File: src/hdl/rv_isa_pkg.sv
package rv_isa_pkg;

	typedef enum logic [6:0] {
		OPC_LUI    = 7'b0110111,
		OPC_OP_IMM = 7'b0010011,
		OPC_OP     = 7'b0110011,
		OPC_LOAD   = 7'b0000011,
		OPC_STORE  = 7'b0100011,
		OPC_BRANCH = 7'b1100011,
		OPC_JAL    = 7'b1101111,
		OPC_SYSTEM = 7'b1110011
	} opcode_e;

	typedef enum logic [2:0] {
		ALU_ADD    = 3'd0,
		ALU_SUB    = 3'd1,
		ALU_AND    = 3'd2,
		ALU_OR     = 3'd3,
		ALU_PASS_B = 3'd4
	} alu_op_e;

	localparam logic [31:0] INST_EBREAK = 32'h0010_0073;

	// immediate formats, sign extended to 32 bits
	function automatic logic [31:0] imm_i(input logic [31:0] inst);
		return {{20{inst[31]}}, inst[31:20]};
	endfunction

	function automatic logic [31:0] imm_s(input logic [31:0] inst);
		return {{20{inst[31]}}, inst[31:25], inst[11:7]};
	endfunction

	function automatic logic [31:0] imm_b(input logic [31:0] inst);
		return {{19{inst[31]}}, inst[31], inst[7], inst[30:25], inst[11:8], 1'b0};
	endfunction

	function automatic logic [31:0] imm_u(input logic [31:0] inst);
		return {inst[31:12], 12'b0};
	endfunction

	function automatic logic [31:0] imm_j(input logic [31:0] inst);
		return {{11{inst[31]}}, inst[31], inst[19:12], inst[20], inst[30:21], 1'b0};
	endfunction

endpackage

File: src/hdl/rv_core_pkg.sv
package rv_core_pkg;

	// ifu to idu
	typedef struct packed {
		logic [31:0] pc;
		logic [31:0] inst;
	} fs_to_ds_t;

	// idu to exu, operands already read
	typedef struct packed {
		logic [31:0]         pc;
		logic [31:0]         src_a;
		logic [31:0]         src_b;
		logic [31:0]         st_data;
		logic [31:0]         imm;
		rv_isa_pkg::alu_op_e alu_op;
		logic [4:0]          rd;
		logic                we;
		logic                is_load;
		logic                is_store;
		logic                is_branch;
		logic                is_bne;
		logic                is_jal;
		logic                is_ebreak;
	} ds_to_es_t;

	// exu to lsu, result doubles as the memory address
	typedef struct packed {
		logic [31:0] result;
		logic [31:0] st_data;
		logic [4:0]  rd;
		logic        we;
		logic        is_load;
		logic        is_store;
		logic        is_ebreak;
	} es_to_ms_t;

	typedef struct packed {
		logic        we;
		logic [4:0]  rd;
		logic [31:0] data;
	} wb_t;

	typedef struct packed {
		logic        valid;
		logic [31:0] target;
	} redirect_t;

	// in-flight destination seen by the interlock
	typedef struct packed {
		logic       valid;
		logic [4:0] rd;
	} dest_t;

	typedef struct packed {
		logic [31:0] addr;
		logic [31:0] wdata;
		logic        we;
	} mem_req_t;

endpackage

File: src/hdl/rv_regfile.sv
`timescale 1ns/100ps
module rv_regfile (
	input  logic             clock,
	input  logic             rst_n_i,
	input  logic [4:0]       rs1_i,
	input  logic [4:0]       rs2_i,
	output logic [31:0]      rdata1_o,
	output logic [31:0]      rdata2_o,
	input  rv_core_pkg::wb_t wb_i
);
	import rv_core_pkg::*;

	logic [31:0] regs [1:31];

	always_ff @(posedge clock or negedge rst_n_i) begin
		if (!rst_n_i) begin
			for (int i = 1; i < 32; i++) begin
				regs[i] <= '0;
			end
		end else if (wb_i.we && wb_i.rd != 5'd0) begin
			regs[wb_i.rd] <= wb_i.data;
		end
	end

	// x0 is zero, same-cycle write is bypassed
	function automatic logic [31:0] read_port(input logic [4:0] rs);
		if (rs == 5'd0) begin
			return '0;
		end else if (wb_i.we && wb_i.rd == rs) begin
			return wb_i.data;
		end
		return regs[rs];
	endfunction

	always_comb begin
		rdata1_o = read_port(rs1_i);
		rdata2_o = read_port(rs2_i);
	end

endmodule

File: src/hdl/rv_ifu_stage.sv
`timescale 1ns/100ps
module rv_ifu_stage #(
	parameter logic [31:0] RESET_PC = 32'h0
) (
	input  logic                   clock,
	input  logic                   rst_n_i,
	input  rv_core_pkg::redirect_t redirect_i,
	input  logic                   halt_i,
	input  logic                   ds_allowin_i,
	output logic                   fs_to_ds_valid_o,
	output rv_core_pkg::fs_to_ds_t fs_to_ds_bus_o,
	output logic                   inst_req_valid_o,
	output logic [31:0]            inst_addr_o,
	input  logic                   inst_req_ready_i,
	input  logic                   inst_rsp_valid_i,
	input  logic [31:0]            inst_rdata_i
);
	import rv_core_pkg::*;

	logic        run_q;
	logic [31:0] pc_q;
	logic        pend_q;
	logic        drop_q;
	logic [31:0] fetch_pc_q;
	logic        out_valid_q;
	fs_to_ds_t   out_bus_q;
	logic        req_fire;

	// fetch only when the output slot is empty or draining this cycle
	assign inst_req_valid_o = run_q && !halt_i && !pend_q && !redirect_i.valid &&
		(!out_valid_q || ds_allowin_i);
	assign inst_addr_o = pc_q;
	assign req_fire = inst_req_valid_o && inst_req_ready_i;
	assign fs_to_ds_valid_o = out_valid_q;
	assign fs_to_ds_bus_o = out_bus_q;

	always_ff @(posedge clock or negedge rst_n_i) begin
		if (!rst_n_i) begin
			run_q <= 1'b0;
			pc_q <= RESET_PC;
			pend_q <= 1'b0;
			drop_q <= 1'b0;
			out_valid_q <= 1'b0;
		end else begin
			run_q <= 1'b1;
			if (redirect_i.valid) begin
				pc_q <= redirect_i.target;
			end else if (req_fire) begin
				pc_q <= pc_q + 32'd4;
			end
			if (req_fire) begin
				pend_q <= 1'b1;
			end else if (inst_rsp_valid_i) begin
				pend_q <= 1'b0;
			end
			// stale fetch still in flight
			if (inst_rsp_valid_i) begin
				drop_q <= 1'b0;
			end else if (redirect_i.valid && pend_q) begin
				drop_q <= 1'b1;
			end
			if (redirect_i.valid) begin
				out_valid_q <= 1'b0;
			end else if (inst_rsp_valid_i && !drop_q) begin
				out_valid_q <= 1'b1;
			end else if (ds_allowin_i) begin
				out_valid_q <= 1'b0;
			end
		end
	end

	always_ff @(posedge clock) begin
		if (req_fire) begin
			fetch_pc_q <= pc_q;
		end
		if (inst_rsp_valid_i) begin
			out_bus_q.pc <= fetch_pc_q;
			out_bus_q.inst <= inst_rdata_i;
		end
	end

	a_addr_stable: assert property (@(posedge clock) disable iff (!rst_n_i)
		inst_req_valid_o && !inst_req_ready_i |=> !inst_req_valid_o || $stable(inst_addr_o));

endmodule

File: src/hdl/rv_idu_stage.sv
`timescale 1ns/100ps
module rv_idu_stage (
	input  logic                   clock,
	input  logic                   rst_n_i,
	input  logic                   fs_to_ds_valid_i,
	input  rv_core_pkg::fs_to_ds_t fs_to_ds_bus_i,
	output logic                   ds_allowin_o,
	output logic                   ds_to_es_valid_o,
	output rv_core_pkg::ds_to_es_t ds_to_es_bus_o,
	input  logic                   es_allowin_i,
	input  rv_core_pkg::dest_t     es_dest_i,
	input  rv_core_pkg::dest_t     ms_dest_i,
	input  rv_core_pkg::wb_t       wb_i,
	input  rv_core_pkg::redirect_t redirect_i
);
	import rv_core_pkg::*;
	import rv_isa_pkg::*;

	logic        ds_valid_q;
	fs_to_ds_t   ds_bus_q;
	logic [31:0] inst;
	logic [31:0] rdata1;
	logic [31:0] rdata2;
	logic        use_rs1;
	logic        use_rs2;
	logic        hazard;
	ds_to_es_t   dec;

	assign inst = ds_bus_q.inst;

	rv_regfile u_regfile (
		.clock    (clock       ),
		.rst_n_i  (rst_n_i     ),
		.rs1_i    (inst[19:15] ),
		.rs2_i    (inst[24:20] ),
		.rdata1_o (rdata1      ),
		.rdata2_o (rdata2      ),
		.wb_i     (wb_i        )
	);

	always_comb begin
		dec = '0;
		dec.pc = ds_bus_q.pc;
		dec.src_a = rdata1;
		dec.src_b = rdata2;
		dec.st_data = rdata2;
		dec.alu_op = ALU_ADD;
		dec.rd = inst[11:7];
		use_rs1 = 1'b0;
		use_rs2 = 1'b0;
		case (opcode_e'(inst[6:0]))
			OPC_LUI: begin
				dec.src_b = imm_u(inst);
				dec.alu_op = ALU_PASS_B;
				dec.we = 1'b1;
			end
			OPC_OP_IMM: begin
				dec.src_b = imm_i(inst);
				dec.we = 1'b1;
				use_rs1 = 1'b1;
			end
			OPC_OP: begin
				// funct3 picks the op, funct7 bit 5 turns add into sub
				case (inst[14:12])
					3'b110: dec.alu_op = ALU_OR;
					3'b111: dec.alu_op = ALU_AND;
					default: dec.alu_op = inst[30] ? ALU_SUB : ALU_ADD;
				endcase
				dec.we = 1'b1;
				use_rs1 = 1'b1;
				use_rs2 = 1'b1;
			end
			OPC_LOAD: begin
				dec.src_b = imm_i(inst);
				dec.we = 1'b1;
				dec.is_load = 1'b1;
				use_rs1 = 1'b1;
			end
			OPC_STORE: begin
				dec.src_b = imm_s(inst);
				dec.is_store = 1'b1;
				use_rs1 = 1'b1;
				use_rs2 = 1'b1;
			end
			OPC_BRANCH: begin
				dec.imm = imm_b(inst);
				dec.is_branch = 1'b1;
				dec.is_bne = inst[12];
				use_rs1 = 1'b1;
				use_rs2 = 1'b1;
			end
			OPC_JAL: begin
				dec.imm = imm_j(inst);
				dec.we = 1'b1;
				dec.is_jal = 1'b1;
			end
			OPC_SYSTEM: dec.is_ebreak = (inst == INST_EBREAK);
			default: ;
		endcase
	end

	function automatic logic in_flight(input logic [4:0] rs);
		return rs != 5'd0 && ((es_dest_i.valid && es_dest_i.rd == rs) ||
			(ms_dest_i.valid && ms_dest_i.rd == rs));
	endfunction

	always_comb begin
		hazard = (use_rs1 && in_flight(inst[19:15])) || (use_rs2 && in_flight(inst[24:20]));
	end

	assign ds_allowin_o = !ds_valid_q || (!hazard && es_allowin_i);
	// nothing issues behind a taken branch
	assign ds_to_es_valid_o = ds_valid_q && !hazard && !redirect_i.valid;
	assign ds_to_es_bus_o = dec;

	always_ff @(posedge clock or negedge rst_n_i) begin
		if (!rst_n_i) begin
			ds_valid_q <= 1'b0;
		end else if (redirect_i.valid) begin
			ds_valid_q <= 1'b0;
		end else if (ds_allowin_o) begin
			ds_valid_q <= fs_to_ds_valid_i;
		end
	end

	always_ff @(posedge clock) begin
		if (fs_to_ds_valid_i && ds_allowin_o) begin
			ds_bus_q <= fs_to_ds_bus_i;
		end
	end

endmodule

File: src/hdl/rv_exu_stage.sv
`timescale 1ns/100ps
module rv_exu_stage (
	input  logic                   clock,
	input  logic                   rst_n_i,
	input  logic                   ds_to_es_valid_i,
	input  rv_core_pkg::ds_to_es_t ds_to_es_bus_i,
	output logic                   es_allowin_o,
	input  logic                   ms_allowin_i,
	output logic                   es_to_ms_valid_o,
	output rv_core_pkg::es_to_ms_t es_to_ms_bus_o,
	output rv_core_pkg::dest_t     es_dest_o,
	output rv_core_pkg::redirect_t redirect_o
);
	import rv_core_pkg::*;
	import rv_isa_pkg::*;

	logic        es_valid_q;
	ds_to_es_t   es_bus_q;
	logic [31:0] alu_out;
	logic        taken;

	always_comb begin
		case (es_bus_q.alu_op)
			ALU_SUB: alu_out = es_bus_q.src_a - es_bus_q.src_b;
			ALU_AND: alu_out = es_bus_q.src_a & es_bus_q.src_b;
			ALU_OR: alu_out = es_bus_q.src_a | es_bus_q.src_b;
			ALU_PASS_B: alu_out = es_bus_q.src_b;
			default: alu_out = es_bus_q.src_a + es_bus_q.src_b;
		endcase
	end

	// beq/bne share one compare
	assign taken = es_bus_q.is_jal ||
		(es_bus_q.is_branch && ((es_bus_q.src_a == es_bus_q.src_b) ^ es_bus_q.is_bne));

	assign es_allowin_o = !es_valid_q || ms_allowin_i;
	assign es_to_ms_valid_o = es_valid_q;

	assign es_to_ms_bus_o.result = es_bus_q.is_jal ? es_bus_q.pc + 32'd4 : alu_out;
	assign es_to_ms_bus_o.st_data = es_bus_q.st_data;
	assign es_to_ms_bus_o.rd = es_bus_q.rd;
	assign es_to_ms_bus_o.we = es_bus_q.we;
	assign es_to_ms_bus_o.is_load = es_bus_q.is_load;
	assign es_to_ms_bus_o.is_store = es_bus_q.is_store;
	assign es_to_ms_bus_o.is_ebreak = es_bus_q.is_ebreak;

	assign es_dest_o.valid = es_valid_q && es_bus_q.we;
	assign es_dest_o.rd = es_bus_q.rd;

	// only when the branch moves on, so it fires once
	assign redirect_o.valid = es_valid_q && ms_allowin_i && taken;
	assign redirect_o.target = es_bus_q.pc + es_bus_q.imm;

	always_ff @(posedge clock or negedge rst_n_i) begin
		if (!rst_n_i) begin
			es_valid_q <= 1'b0;
		end else if (es_allowin_o) begin
			es_valid_q <= ds_to_es_valid_i;
		end
	end

	always_ff @(posedge clock) begin
		if (ds_to_es_valid_i && es_allowin_o) begin
			es_bus_q <= ds_to_es_bus_i;
		end
	end

	// the redirecting item leaves and the wrong-path item behind it is held back
	a_redirect_own: assert property (@(posedge clock) disable iff (!rst_n_i)
		redirect_o.valid |-> es_valid_q ##1 !es_valid_q);

endmodule

File: src/hdl/rv_lsu_stage.sv
`timescale 1ns/100ps
module rv_lsu_stage (
	input  logic                   clock,
	input  logic                   rst_n_i,
	input  logic                   es_to_ms_valid_i,
	input  rv_core_pkg::es_to_ms_t es_to_ms_bus_i,
	output logic                   ms_allowin_o,
	output rv_core_pkg::dest_t     ms_dest_o,
	output rv_core_pkg::wb_t       wb_o,
	output logic                   data_req_valid_o,
	output rv_core_pkg::mem_req_t  data_req_o,
	input  logic                   data_req_ready_i,
	input  logic                   data_rsp_valid_i,
	input  logic [31:0]            data_rdata_i,
	output logic                   halt_o
);
	import rv_core_pkg::*;

	logic      ms_valid_q;
	es_to_ms_t ms_bus_q;
	logic      req_sent_q;
	logic      halt_q;
	logic      mem_op;
	logic      ms_done;

	assign mem_op = ms_bus_q.is_load || ms_bus_q.is_store;
	assign ms_done = !mem_op || (req_sent_q && data_rsp_valid_i);
	// ebreak stays parked so nothing behind it retires
	assign ms_allowin_o = !ms_valid_q || (ms_done && !ms_bus_q.is_ebreak);

	assign data_req_valid_o = ms_valid_q && mem_op && !req_sent_q;
	assign data_req_o.addr = ms_bus_q.result;
	assign data_req_o.wdata = ms_bus_q.st_data;
	assign data_req_o.we = ms_bus_q.is_store;

	assign wb_o.we = ms_valid_q && ms_done && ms_bus_q.we;
	assign wb_o.rd = ms_bus_q.rd;
	assign wb_o.data = ms_bus_q.is_load ? data_rdata_i : ms_bus_q.result;

	// the finishing item is covered by the regfile bypass
	assign ms_dest_o.valid = ms_valid_q && ms_bus_q.we && !ms_done;
	assign ms_dest_o.rd = ms_bus_q.rd;

	assign halt_o = halt_q;

	always_ff @(posedge clock or negedge rst_n_i) begin
		if (!rst_n_i) begin
			ms_valid_q <= 1'b0;
			req_sent_q <= 1'b0;
			halt_q <= 1'b0;
		end else begin
			if (ms_allowin_o) begin
				ms_valid_q <= es_to_ms_valid_i;
			end
			if (data_req_valid_o && data_req_ready_i) begin
				req_sent_q <= 1'b1;
			end else if (data_rsp_valid_i) begin
				req_sent_q <= 1'b0;
			end
			if (ms_valid_q && ms_bus_q.is_ebreak) begin
				halt_q <= 1'b1;
			end
		end
	end

	always_ff @(posedge clock) begin
		if (es_to_ms_valid_i && ms_allowin_o) begin
			ms_bus_q <= es_to_ms_bus_i;
		end
	end

	a_rsp_outstanding: assert property (@(posedge clock) disable iff (!rst_n_i)
		data_rsp_valid_i |-> req_sent_q);

	a_req_stable: assert property (@(posedge clock) disable iff (!rst_n_i)
		data_req_valid_o && !data_req_ready_i |=> data_req_valid_o && $stable(data_req_o));

endmodule

File: src/hdl/rv_cpu.sv
`timescale 1ns/100ps
module rv_cpu #(
	parameter logic [31:0] RESET_PC = 32'h0
) (
	input  logic                  clock,
	input  logic                  rst_n_i,
	// instruction port
	output logic                  inst_req_valid_o,
	output logic [31:0]           inst_addr_o,
	input  logic                  inst_req_ready_i,
	input  logic                  inst_rsp_valid_i,
	input  logic [31:0]           inst_rdata_i,
	// data port
	output logic                  data_req_valid_o,
	output rv_core_pkg::mem_req_t data_req_o,
	input  logic                  data_req_ready_i,
	input  logic                  data_rsp_valid_i,
	input  logic [31:0]           data_rdata_i,
	output logic                  halt_o
);
	import rv_core_pkg::*;

	logic      fs_to_ds_valid;
	fs_to_ds_t fs_to_ds_bus;
	logic      ds_allowin;
	logic      ds_to_es_valid;
	ds_to_es_t ds_to_es_bus;
	logic      es_allowin;
	logic      es_to_ms_valid;
	es_to_ms_t es_to_ms_bus;
	logic      ms_allowin;
	dest_t     es_dest;
	dest_t     ms_dest;
	wb_t       wb;
	redirect_t redirect;

	rv_ifu_stage #(
		.RESET_PC (RESET_PC)
	) u_ifu (
		.clock            (clock            ),
		.rst_n_i          (rst_n_i          ),
		.redirect_i       (redirect         ),
		.halt_i           (halt_o           ),
		.ds_allowin_i     (ds_allowin       ),
		.fs_to_ds_valid_o (fs_to_ds_valid   ),
		.fs_to_ds_bus_o   (fs_to_ds_bus     ),
		.inst_req_valid_o (inst_req_valid_o ),
		.inst_addr_o      (inst_addr_o      ),
		.inst_req_ready_i (inst_req_ready_i ),
		.inst_rsp_valid_i (inst_rsp_valid_i ),
		.inst_rdata_i     (inst_rdata_i     )
	);

	rv_idu_stage u_idu (
		.clock            (clock          ),
		.rst_n_i          (rst_n_i        ),
		.fs_to_ds_valid_i (fs_to_ds_valid ),
		.fs_to_ds_bus_i   (fs_to_ds_bus   ),
		.ds_allowin_o     (ds_allowin     ),
		.ds_to_es_valid_o (ds_to_es_valid ),
		.ds_to_es_bus_o   (ds_to_es_bus   ),
		.es_allowin_i     (es_allowin     ),
		.es_dest_i        (es_dest        ),
		.ms_dest_i        (ms_dest        ),
		.wb_i             (wb             ),
		.redirect_i       (redirect       )
	);

	rv_exu_stage u_exu (
		.clock            (clock          ),
		.rst_n_i          (rst_n_i        ),
		.ds_to_es_valid_i (ds_to_es_valid ),
		.ds_to_es_bus_i   (ds_to_es_bus   ),
		.es_allowin_o     (es_allowin     ),
		.ms_allowin_i     (ms_allowin     ),
		.es_to_ms_valid_o (es_to_ms_valid ),
		.es_to_ms_bus_o   (es_to_ms_bus   ),
		.es_dest_o        (es_dest        ),
		.redirect_o       (redirect       )
	);

	rv_lsu_stage u_lsu (
		.clock            (clock            ),
		.rst_n_i          (rst_n_i          ),
		.es_to_ms_valid_i (es_to_ms_valid   ),
		.es_to_ms_bus_i   (es_to_ms_bus     ),
		.ms_allowin_o     (ms_allowin       ),
		.ms_dest_o        (ms_dest          ),
		.wb_o             (wb               ),
		.data_req_valid_o (data_req_valid_o ),
		.data_req_o       (data_req_o       ),
		.data_req_ready_i (data_req_ready_i ),
		.data_rsp_valid_i (data_rsp_valid_i ),
		.data_rdata_i     (data_rdata_i     ),
		.halt_o           (halt_o           )
	);

endmodule

File: config.mk
export PLATFORM = sky130hd
export DESIGN_NAME = rv_cpu
export DESIGN_NICKNAME = d
export VERILOG_FILES = /design/src/hdl/rv_isa_pkg.sv /design/src/hdl/rv_core_pkg.sv /design/src/hdl/rv_regfile.sv /design/src/hdl/rv_ifu_stage.sv /design/src/hdl/rv_idu_stage.sv /design/src/hdl/rv_exu_stage.sv /design/src/hdl/rv_lsu_stage.sv /design/src/hdl/rv_cpu.sv
export SDC_FILE = /design/constraint.sdc
export NUM_CORES = 2
export LEC_CHECK = 0
export BUFFER_PORTS_ARGS = -buffer_cell sky130_fd_sc_hd__buf_2
export CAP_MARGIN = 20
export CORE_MARGIN = 1
export CORE_UTILIZATION = 50
export CTS_BUF_LIST = sky130_fd_sc_hd__clkbuf_8
export CTS_CLUSTER_SIZE = 24
export DETAILED_ROUTE_END_ITERATION = 7
export HOLD_SLACK_MARGIN = 0.1
export PLACE_DENSITY = 0.7
export SETUP_SLACK_MARGIN = 0.3
export SLEW_MARGIN = 10
export SYNTH_ARGS = -nofsm -noshare
export SYNTH_HDL_FRONTEND = slang
export SYNTH_SLANG_ARGS = --single-unit
File: constraint.sdc
create_clock -name clock -period 13.6 [get_ports clock]
set_input_delay 4.08 -clock clock [delete_from_list [all_inputs] [get_ports clock]]
set_output_delay 4.08 -clock clock [all_outputs]
set_load 0.01 [all_outputs]
-- After elaboration in Yosys (flattened, before gate mapping)
Cells that the tools add are included.
- register bits: 1441
- memory bits (writable): 0
- memories kept: 0
- bits in latches: 0
- bits in read-only memories: 0
- output and inout port bits: 100
- $lt $le $gt $ge: 4
- multipliers: 0
- equality and inequality tests: 20
- reductions and logical operators: 76
- muxes and demuxes: 47
- $add $sub $neg: 5
- div/mod/pow operators: 0
- shifts and indexed selects: 0
- bitwise logic cells: 6
- operators with widths (cell ; number):
    992-bit bitwise mux ; 1
    32-bit two-way mux ; 15
    32-bit binary-select mux with 5-bit select ; 2
    32-bit demux with 5-bit select ; 1
    32-bit case mux with 4 select lines ; 1
    32-bit case mux with 3 select lines ; 1
    32-bit by 3-bit adder with 32-bit output (second input constant) ; 2
    32-bit adder ; 2
    32-bit case mux with 2 select lines ; 1
    1-bit logical AND ; 38
    32-bit AND ; 1
    32-bit by 21-bit equality test with 1-bit output (second input constant) ; 1
    32-bit equality test ; 1
    32-bit OR ; 1
    32-bit subtractor ; 1
    1-bit two-way mux ; 22
    7-bit by 6-bit equality test with 1-bit output (second input constant) ; 3
    7-bit equality test (second input constant) ; 3
    5-bit equality test ; 4
    6-bit >= comparator (second input constant) ; 3
    5-bit NOT with 6-bit output ; 3
    5-bit nonzero test ; 3
    1-bit logical NOT ; 13
    3-bit case mux with 2 select lines ; 2
    15 further kinds ; 33

-- Logic depth before layout (Yosys ltp)
- depth in word-level cells: 18
- mapped depth: 13
- depth with buffers taken out: 13

-- Modules after synthesis
Synthesis repeated with hierarchy kept, for this count alone.
- cell total of the unflattened synthesis: 6285
- area, all modules: 79854.1 µm²
- by module, submodules not included (module ; area an instance (µm²) ; sequential area each (µm²) ; cells an instance ; instances):
    rv_regfile ; 54851.4 ; 24823.8 ; 4136 ; 1
    rv_exu_stage ; 13260.2 ; 5280.1 ; 1351 ; 1
    rv_ifu_stage ; 5043.6 ; 3783.6 ; 340 ; 1
    rv_lsu_stage ; 3467.1 ; 2267.2 ; 204 ; 1
    rv_idu_stage ; 3231.8 ; 1946.9 ; 254 ; 1

-- Worst setup path before layout
No wires, ideal clock.
- path type: input -> register
- from: input port data_rsp_valid_i
- to: register u_exu.es_bus_q[100] (netlist bit) (enable)
- stages: 7
- slack: -16 ps
- library setup time: 688 ps
- data arrival time: 12928 ps
- cell sequence: a21oi_1 -> o21ai_0 -> and2_1 -> o2bb2ai_1 -> buf_2 -> buf_1 -> nor2_1
- cells in the longest elaborated chain, start to end: 13
- elaborated cells between the ends (all ways): 23
- classes of those cells: 23 x reduce/logical
- ends and longest elaborated chain (item ; line ; RTL):
    from (decl) ; rv_cpu.sv:17 ; input logic data_rsp_valid_i,
    1-bit logical AND * ; rv_lsu_stage.sv:27 ; assign ms_done = !mem_op || (req_sent_q && data_rsp_valid_i);
    1-bit logical OR * ; rv_lsu_stage.sv:27 ;
    1-bit logical NOT ; rv_lsu_stage.sv:41 ; assign ms_dest_o.valid = ms_valid_q && ms_bus_q.we && !ms_done;
    1-bit logical AND ; rv_lsu_stage.sv:41 ;
    1-bit logical AND ; rv_idu_stage.sv:104 ; (ms_dest_i.valid && ms_dest_i.rd == rs));
    1-bit logical OR ; rv_idu_stage.sv:103 ; return rs != 5'd0 && ((es_dest_i.valid && es_dest_i.rd == rs) ||
    1-bit logical AND ; rv_idu_stage.sv:103 ;
    1-bit logical AND ; rv_idu_stage.sv:108 ; hazard = (use_rs1 && in_flight(inst[19:15])) || (use_rs2 && in_flight(inst[24:20]));
    1-bit logical OR ; rv_idu_stage.sv:108 ;
    1-bit logical NOT ; rv_idu_stage.sv:113 ; assign ds_to_es_valid_o = ds_valid_q && !hazard && !redirect_i.valid;
    1-bit logical AND (2 in series) ; rv_idu_stage.sv:113 ;
    1-bit logical AND * ; rv_exu_stage.sv:63 ; if (ds_to_es_valid_i && es_allowin_o) begin
    to (signal assigned) ; rv_exu_stage.sv:64 ; es_bus_q <= ds_to_es_bus_i;
    to (decl) ; rv_exu_stage.sv:18 ; ds_to_es_t es_bus_q;
Every way passes the cells marked *; elsewhere a longest branch is shown, timed or not.
A chain may end at the register's enable or synchronous reset.

-- Worst setup path in the final report
- from: input port data_rsp_valid_i
- to: output port inst_req_valid_o
- cells in the longest elaborated chain, start to end: 14
- elaborated cells between the ends (all ways): 25
- classes of those cells: 25 x reduce/logical
- ends and longest elaborated chain (item ; line ; RTL):
    1-bit logical AND * ; rv_lsu_stage.sv:27 ;
    1-bit logical OR * ; rv_lsu_stage.sv:27 ;
    1-bit logical NOT ; rv_lsu_stage.sv:41 ;
    1-bit logical AND ; rv_lsu_stage.sv:41 ;
    1-bit logical AND ; rv_idu_stage.sv:104 ;
    1-bit logical OR ; rv_idu_stage.sv:103 ;
    1-bit logical AND ; rv_idu_stage.sv:103 ;
    1-bit logical AND ; rv_idu_stage.sv:108 ;
    1-bit logical OR ; rv_idu_stage.sv:108 ;
    1-bit logical NOT ; rv_idu_stage.sv:111 ; assign ds_allowin_o = !ds_valid_q || (!hazard && es_allowin_i);
    1-bit logical AND ; rv_idu_stage.sv:111 ;
    1-bit logical OR ; rv_idu_stage.sv:111 ;
    1-bit logical OR ; rv_ifu_stage.sv:31 ; (!out_valid_q || ds_allowin_i);
    1-bit logical AND * ; rv_ifu_stage.sv:30 ; assign inst_req_valid_o = run_q && !halt_i && !pend_q && !redirect_i.valid &&
    to (decl) ; rv_cpu.sv:8 ; output logic inst_req_valid_o,
Marked as above.

==> flow_metrics.env <==
export IMPL_htree_levels=4
export IMPL_num_nets_final=6656
export IMPL_finalClockSkew_ps=48.0
export IMPL_hold_viol=0
export IMPL_synth_common_cells="dfrtp_1 (1,033), a21oi_1 (769), nor2_1 (716)"
export IMPL_start_util=0.506
export IMPL_synth_area_leaders="dfrtp_1 (34%), mux4_2 (16%), edfxtp_1 (16%), a21oi_1 (5.1%), o21ai_0 (3.8%)"
export IMPL_synth_cells=6567
export IMPL_fin_ws_ps=3660
export IMPL_yosysMostFrequentCell="dfrtp_1"
export IMPL_synthDominantCellAreaShare=0.345
export IMPL_worstPathArrival_ps=5860
export IMPL_period_share=0.731
export IMPL_synth_compound_area_frac=0.126
export IMPL_final_layout_size_suffix_gt1_frac=0.198
export IMPL_holdBufCountCts=0
export IMPL_ir_drop_mv=0.187
export IMPL_synth_edff_count=396
export IMPL_crit_path_top_delay_cell="o311ai_4"
export IMPL_endpoint_kind="primary output"
export IMPL_drc_errors=0
export IMPL_synth_area_leader_cell="dfrtp_1"
export IMPL_track_usage=0.309
export IMPL_die_x_um=389
export IMPL_clockBufferDepth=3
export IMPL_syn_mean_instance_area_um2=11.4
export IMPL_num_io_pins=170
export IMPL_first_pass_iters=6
export IMPL_holdWs_ps=409
export IMPL_muxShareOfSynthArea=0.201
export IMPL_numPortBuffers=169
export IMPL_fin_util=0.552
export IMPL_antenna_found_initial=9
export IMPL_rsz0062_at_grt="false"
export IMPL_ys_seq_area_frac=0.503
export IMPL_place_worst_setup_slack_ps=3660
export IMPL_rows=141
export IMPL_cpMostUsedCell="buf_2"
export IMPL_hold_path_class="flip-flop to flip-flop"
export IMPL_nFillCells=12240
export IMPL_ant_nets=0
export IMPL_synthAdderAreaFrac=0.0220
export IMPL_cts_root_buf="clkbuf_8"
export IMPL_tightest_slew_ps=1190
export IMPL_first_global_vias=53899
export IMPL_yosys_area_share_simple=0.0915
export IMPL_gp_congestion=0.970
export IMPL_path_class="input port to primary output"
export IMPL_cp_max_fo=5
export IMPL_synth_nets=6767
export IMPL_synth_top_family_by_area="multiplexers"
export IMPL_cts_buffers=223
export IMPL_synth_seq_cells=1429
export IMPL_period_needed_ps=9940
export IMPL_ys_warn_count=0
export IMPL_status="completed"
export IMPL_post_dp_hpwl_um=142000
export IMPL_fmax_ghz=0.101
export IMPL_clkTransAtPathRegs_ps=60
export IMPL_slew_viol_final=0
export IMPL_clock_latency_ps=990
export IMPL_vias=55049
export IMPL_grt_ovfl_total=0
export IMPL_postCtsSetupBuffers=0
export IMPL_ctsResizeCount=0
export IMPL_syn_to_final_growth_pct=9.05
export IMPL_grt_max_degree=175
export IMPL_synthXorXnorAreaFrac=0.0134
export IMPL_path_buf_inv=2
export IMPL_max_cap_viol_count=0
export IMPL_cpLargestDelayFamily="compound AO/OA/AOI/OAI gates"
export IMPL_core_area_mm2=0.148
export IMPL_worstPathCellList="buf_2 > a21oi_1 > o21ai_0 > nor2_1 > o311ai_4 > and3_1 > buf_2"
export IMPL_setup_viol=0
export IMPL_drt_iter0_markers=6890
export IMPL_netlist_area_mm2=0.0750
export IMPL_dieArea_mm2=0.151
export IMPL_required_ps=9520
export IMPL_die_y_um=389
export IMPL_yosys_cell_types_count=87
export IMPL_p_leak_nw=34.2
export IMPL_critPathLaunchType="input port"
export IMPL_grt_first_pass_wirelength_um=348000
export IMPL_max_slew_margin=0.205
export IMPL_routed_via_density=6.42
export IMPL_avgRoutedWirePerCell_um=27.3
export IMPL_max_stage_delay_ps=490
export IMPL_p_per_area_mw_per_mm2=261
export IMPL_final_setup_tns_ps=0
export IMPL_synthFlopType="dfrtp_1"
export IMPL_cts_tree="built"
export IMPL_cts_sinks=1429
export IMPL_async_flop_share=0.723
export IMPL_routed_wl_um=234000
-- area by class of cell --
| type | instances | area (um^2) | area share |
|---|---|---|---|
| Tap cell | 1930 | 2410 | 0.0295 |
| Clock buffer | 264 | 3630 | 0.0444 |
| Timing Repair Buffer | 299 | 2020 | 0.0248 |
| Multi-Input combinational cell | 4374 | 34500 | 0.423 |
| Antenna cell | 4 | 10.0 | 0.000122 |
| Inverter | 129 | 484 | 0.00592 |
| Clock inverter | 140 | 900 | 0.0110 |
| Sequential cell | 1429 | 37700 | 0.462 |
-- per-layer routing --
metal | wire length [um] | global-route usage | share of wire | vias up
met1 | 90500 | 0.411 | 0.39 | 27725
met5 | 62 | 0 | 0.00027 | -
met4 | 11800 | 0.159 | 0.051 | 10
met2 | 108000 | 0.478 | 0.46 | 2976
li1 | - | - | - | 23746
met3 | 23400 | 0.0715 | 0.10 | 592
-- final timing paths --
kind	slack, ps	end	startpoint	cells past startpoint
setup / recovery	3660	inst_req_valid_o	data_rsp_valid_i	7
hold / removal	410	u_ifu.fs_to_ds_bus_o[58]$_DFFE_PP_	u_ifu.fetch_pc_q[26]$_DFFE_PP_	0
setup reg to reg	7370	u_exu.es_bus_q[88]$_DFFE_PP_	u_idu.inst[21]$_DFFE_PP_	10
hold reg to reg	410	u_ifu.fs_to_ds_bus_o[58]$_DFFE_PP_	u_ifu.fetch_pc_q[26]$_DFFE_PP_	0
max in group asynchronous	8110	u_idu.u_regfile.regs[232]$_DFFE_PN0P_	rst_n_i	3
min in group asynchronous	3130	u_idu.u_regfile.regs[690]$_DFFE_PN0P_	rst_n_i	1
-- through the flow --
step	instance area, um^2	cells	total power (W)
2_1_floorplan	75000	6567	0.0143
4_1_cts	81600	8560	0.0211
3_5_place_dp	77100	8156	0.0175
6_report	81700	8569	0.0213
5_1_grt	81700	8566	0.0224
3_3_place_gp	77100	8154	0.0172
-- cells by family after synthesis --
family                     after synthesis
other                                    1
buffers and inverters                  764
AOI/OAI and AO/OA                     1668
and+or+nand+nor                       1635
muxes                                  825
adders and majority gates              130
xor gates and xnor gates               115
DFF                                   1429
-- registers in the layout, indices dropped and copies added, names as in the netlist, 3 cells and up --
name / count
u_idu.inst: 32
u_exu.es_bus_q: 122
u_lsu.ms_dest_o: 5
u_exu.es_dest_o: 5
u_lsu.data_req_o: 65
u_idu.u_regfile.regs: 992
u_ifu.inst_addr_o: 32
u_ifu.fs_to_ds_bus_o: 64
u_lsu.ms_bus_q: 3
u_idu.ds_to_es_bus_o: 32
u_exu.es_to_ms_bus_o: 36
u_ifu.fetch_pc_q: 32
-- placed cells by master, fill, tap and decap left out, drive strengths merged, types with 25 or more instances in the layout --
| master | synthesis | final |
|---|---|---|
| dfrtp | 1033 | 1033 |
| a21oi | 770 | 770 |
| nor2 | 716 | 716 |
| nand2 | 639 | 639 |
| o21ai | 579 | 579 |
| mux4 | 540 | 540 |
| edfxtp | 396 | 396 |
| buf | 189 | 298 |
| clkbuf | 446 | 265 |
| mux2i | 229 | 229 |
| inv | 129 | 211 |
| ha | 127 | 127 |
| xnor2 | 59 | 59 |
| xor2 | 56 | 56 |
| mux2 | 56 | 56 |
| nand3 | 49 | 49 |
| and2 | 48 | 48 |
| clkinv | 0 | 48 |
| a21o | 41 | 41 |
| nor3 | 34 | 34 |
| a221o | 32 | 32 |
| a22o | 29 | 29 |
| a221oi | 25 | 25 |
-- where the power goes --
part | switching [W] | internal, W | leakage, nW | total, W
sequential | 0.00137 | 0.00630 | 17.5 | 0.00767
combinational | 0.00587 | 0.00411 | 14.0 | 0.00998
clock | 0.00177 | 0.00191 | 2.62 | 0.00368
total | 0.00901 | 0.0123 | 34.2 | 0.0213
-- worst reg2reg max path: stages (launching register included) --
cell      delay (ps)
edfxtp_1         580
buf_4            720
buf_4            820
buf_4            800
buf_4            810
mux4_2           460
mux4_2           470
mux2i_1          710
mux2i_1          150
and2_1           240
a22o_1           200
Power figures use the tool's default switching activity.
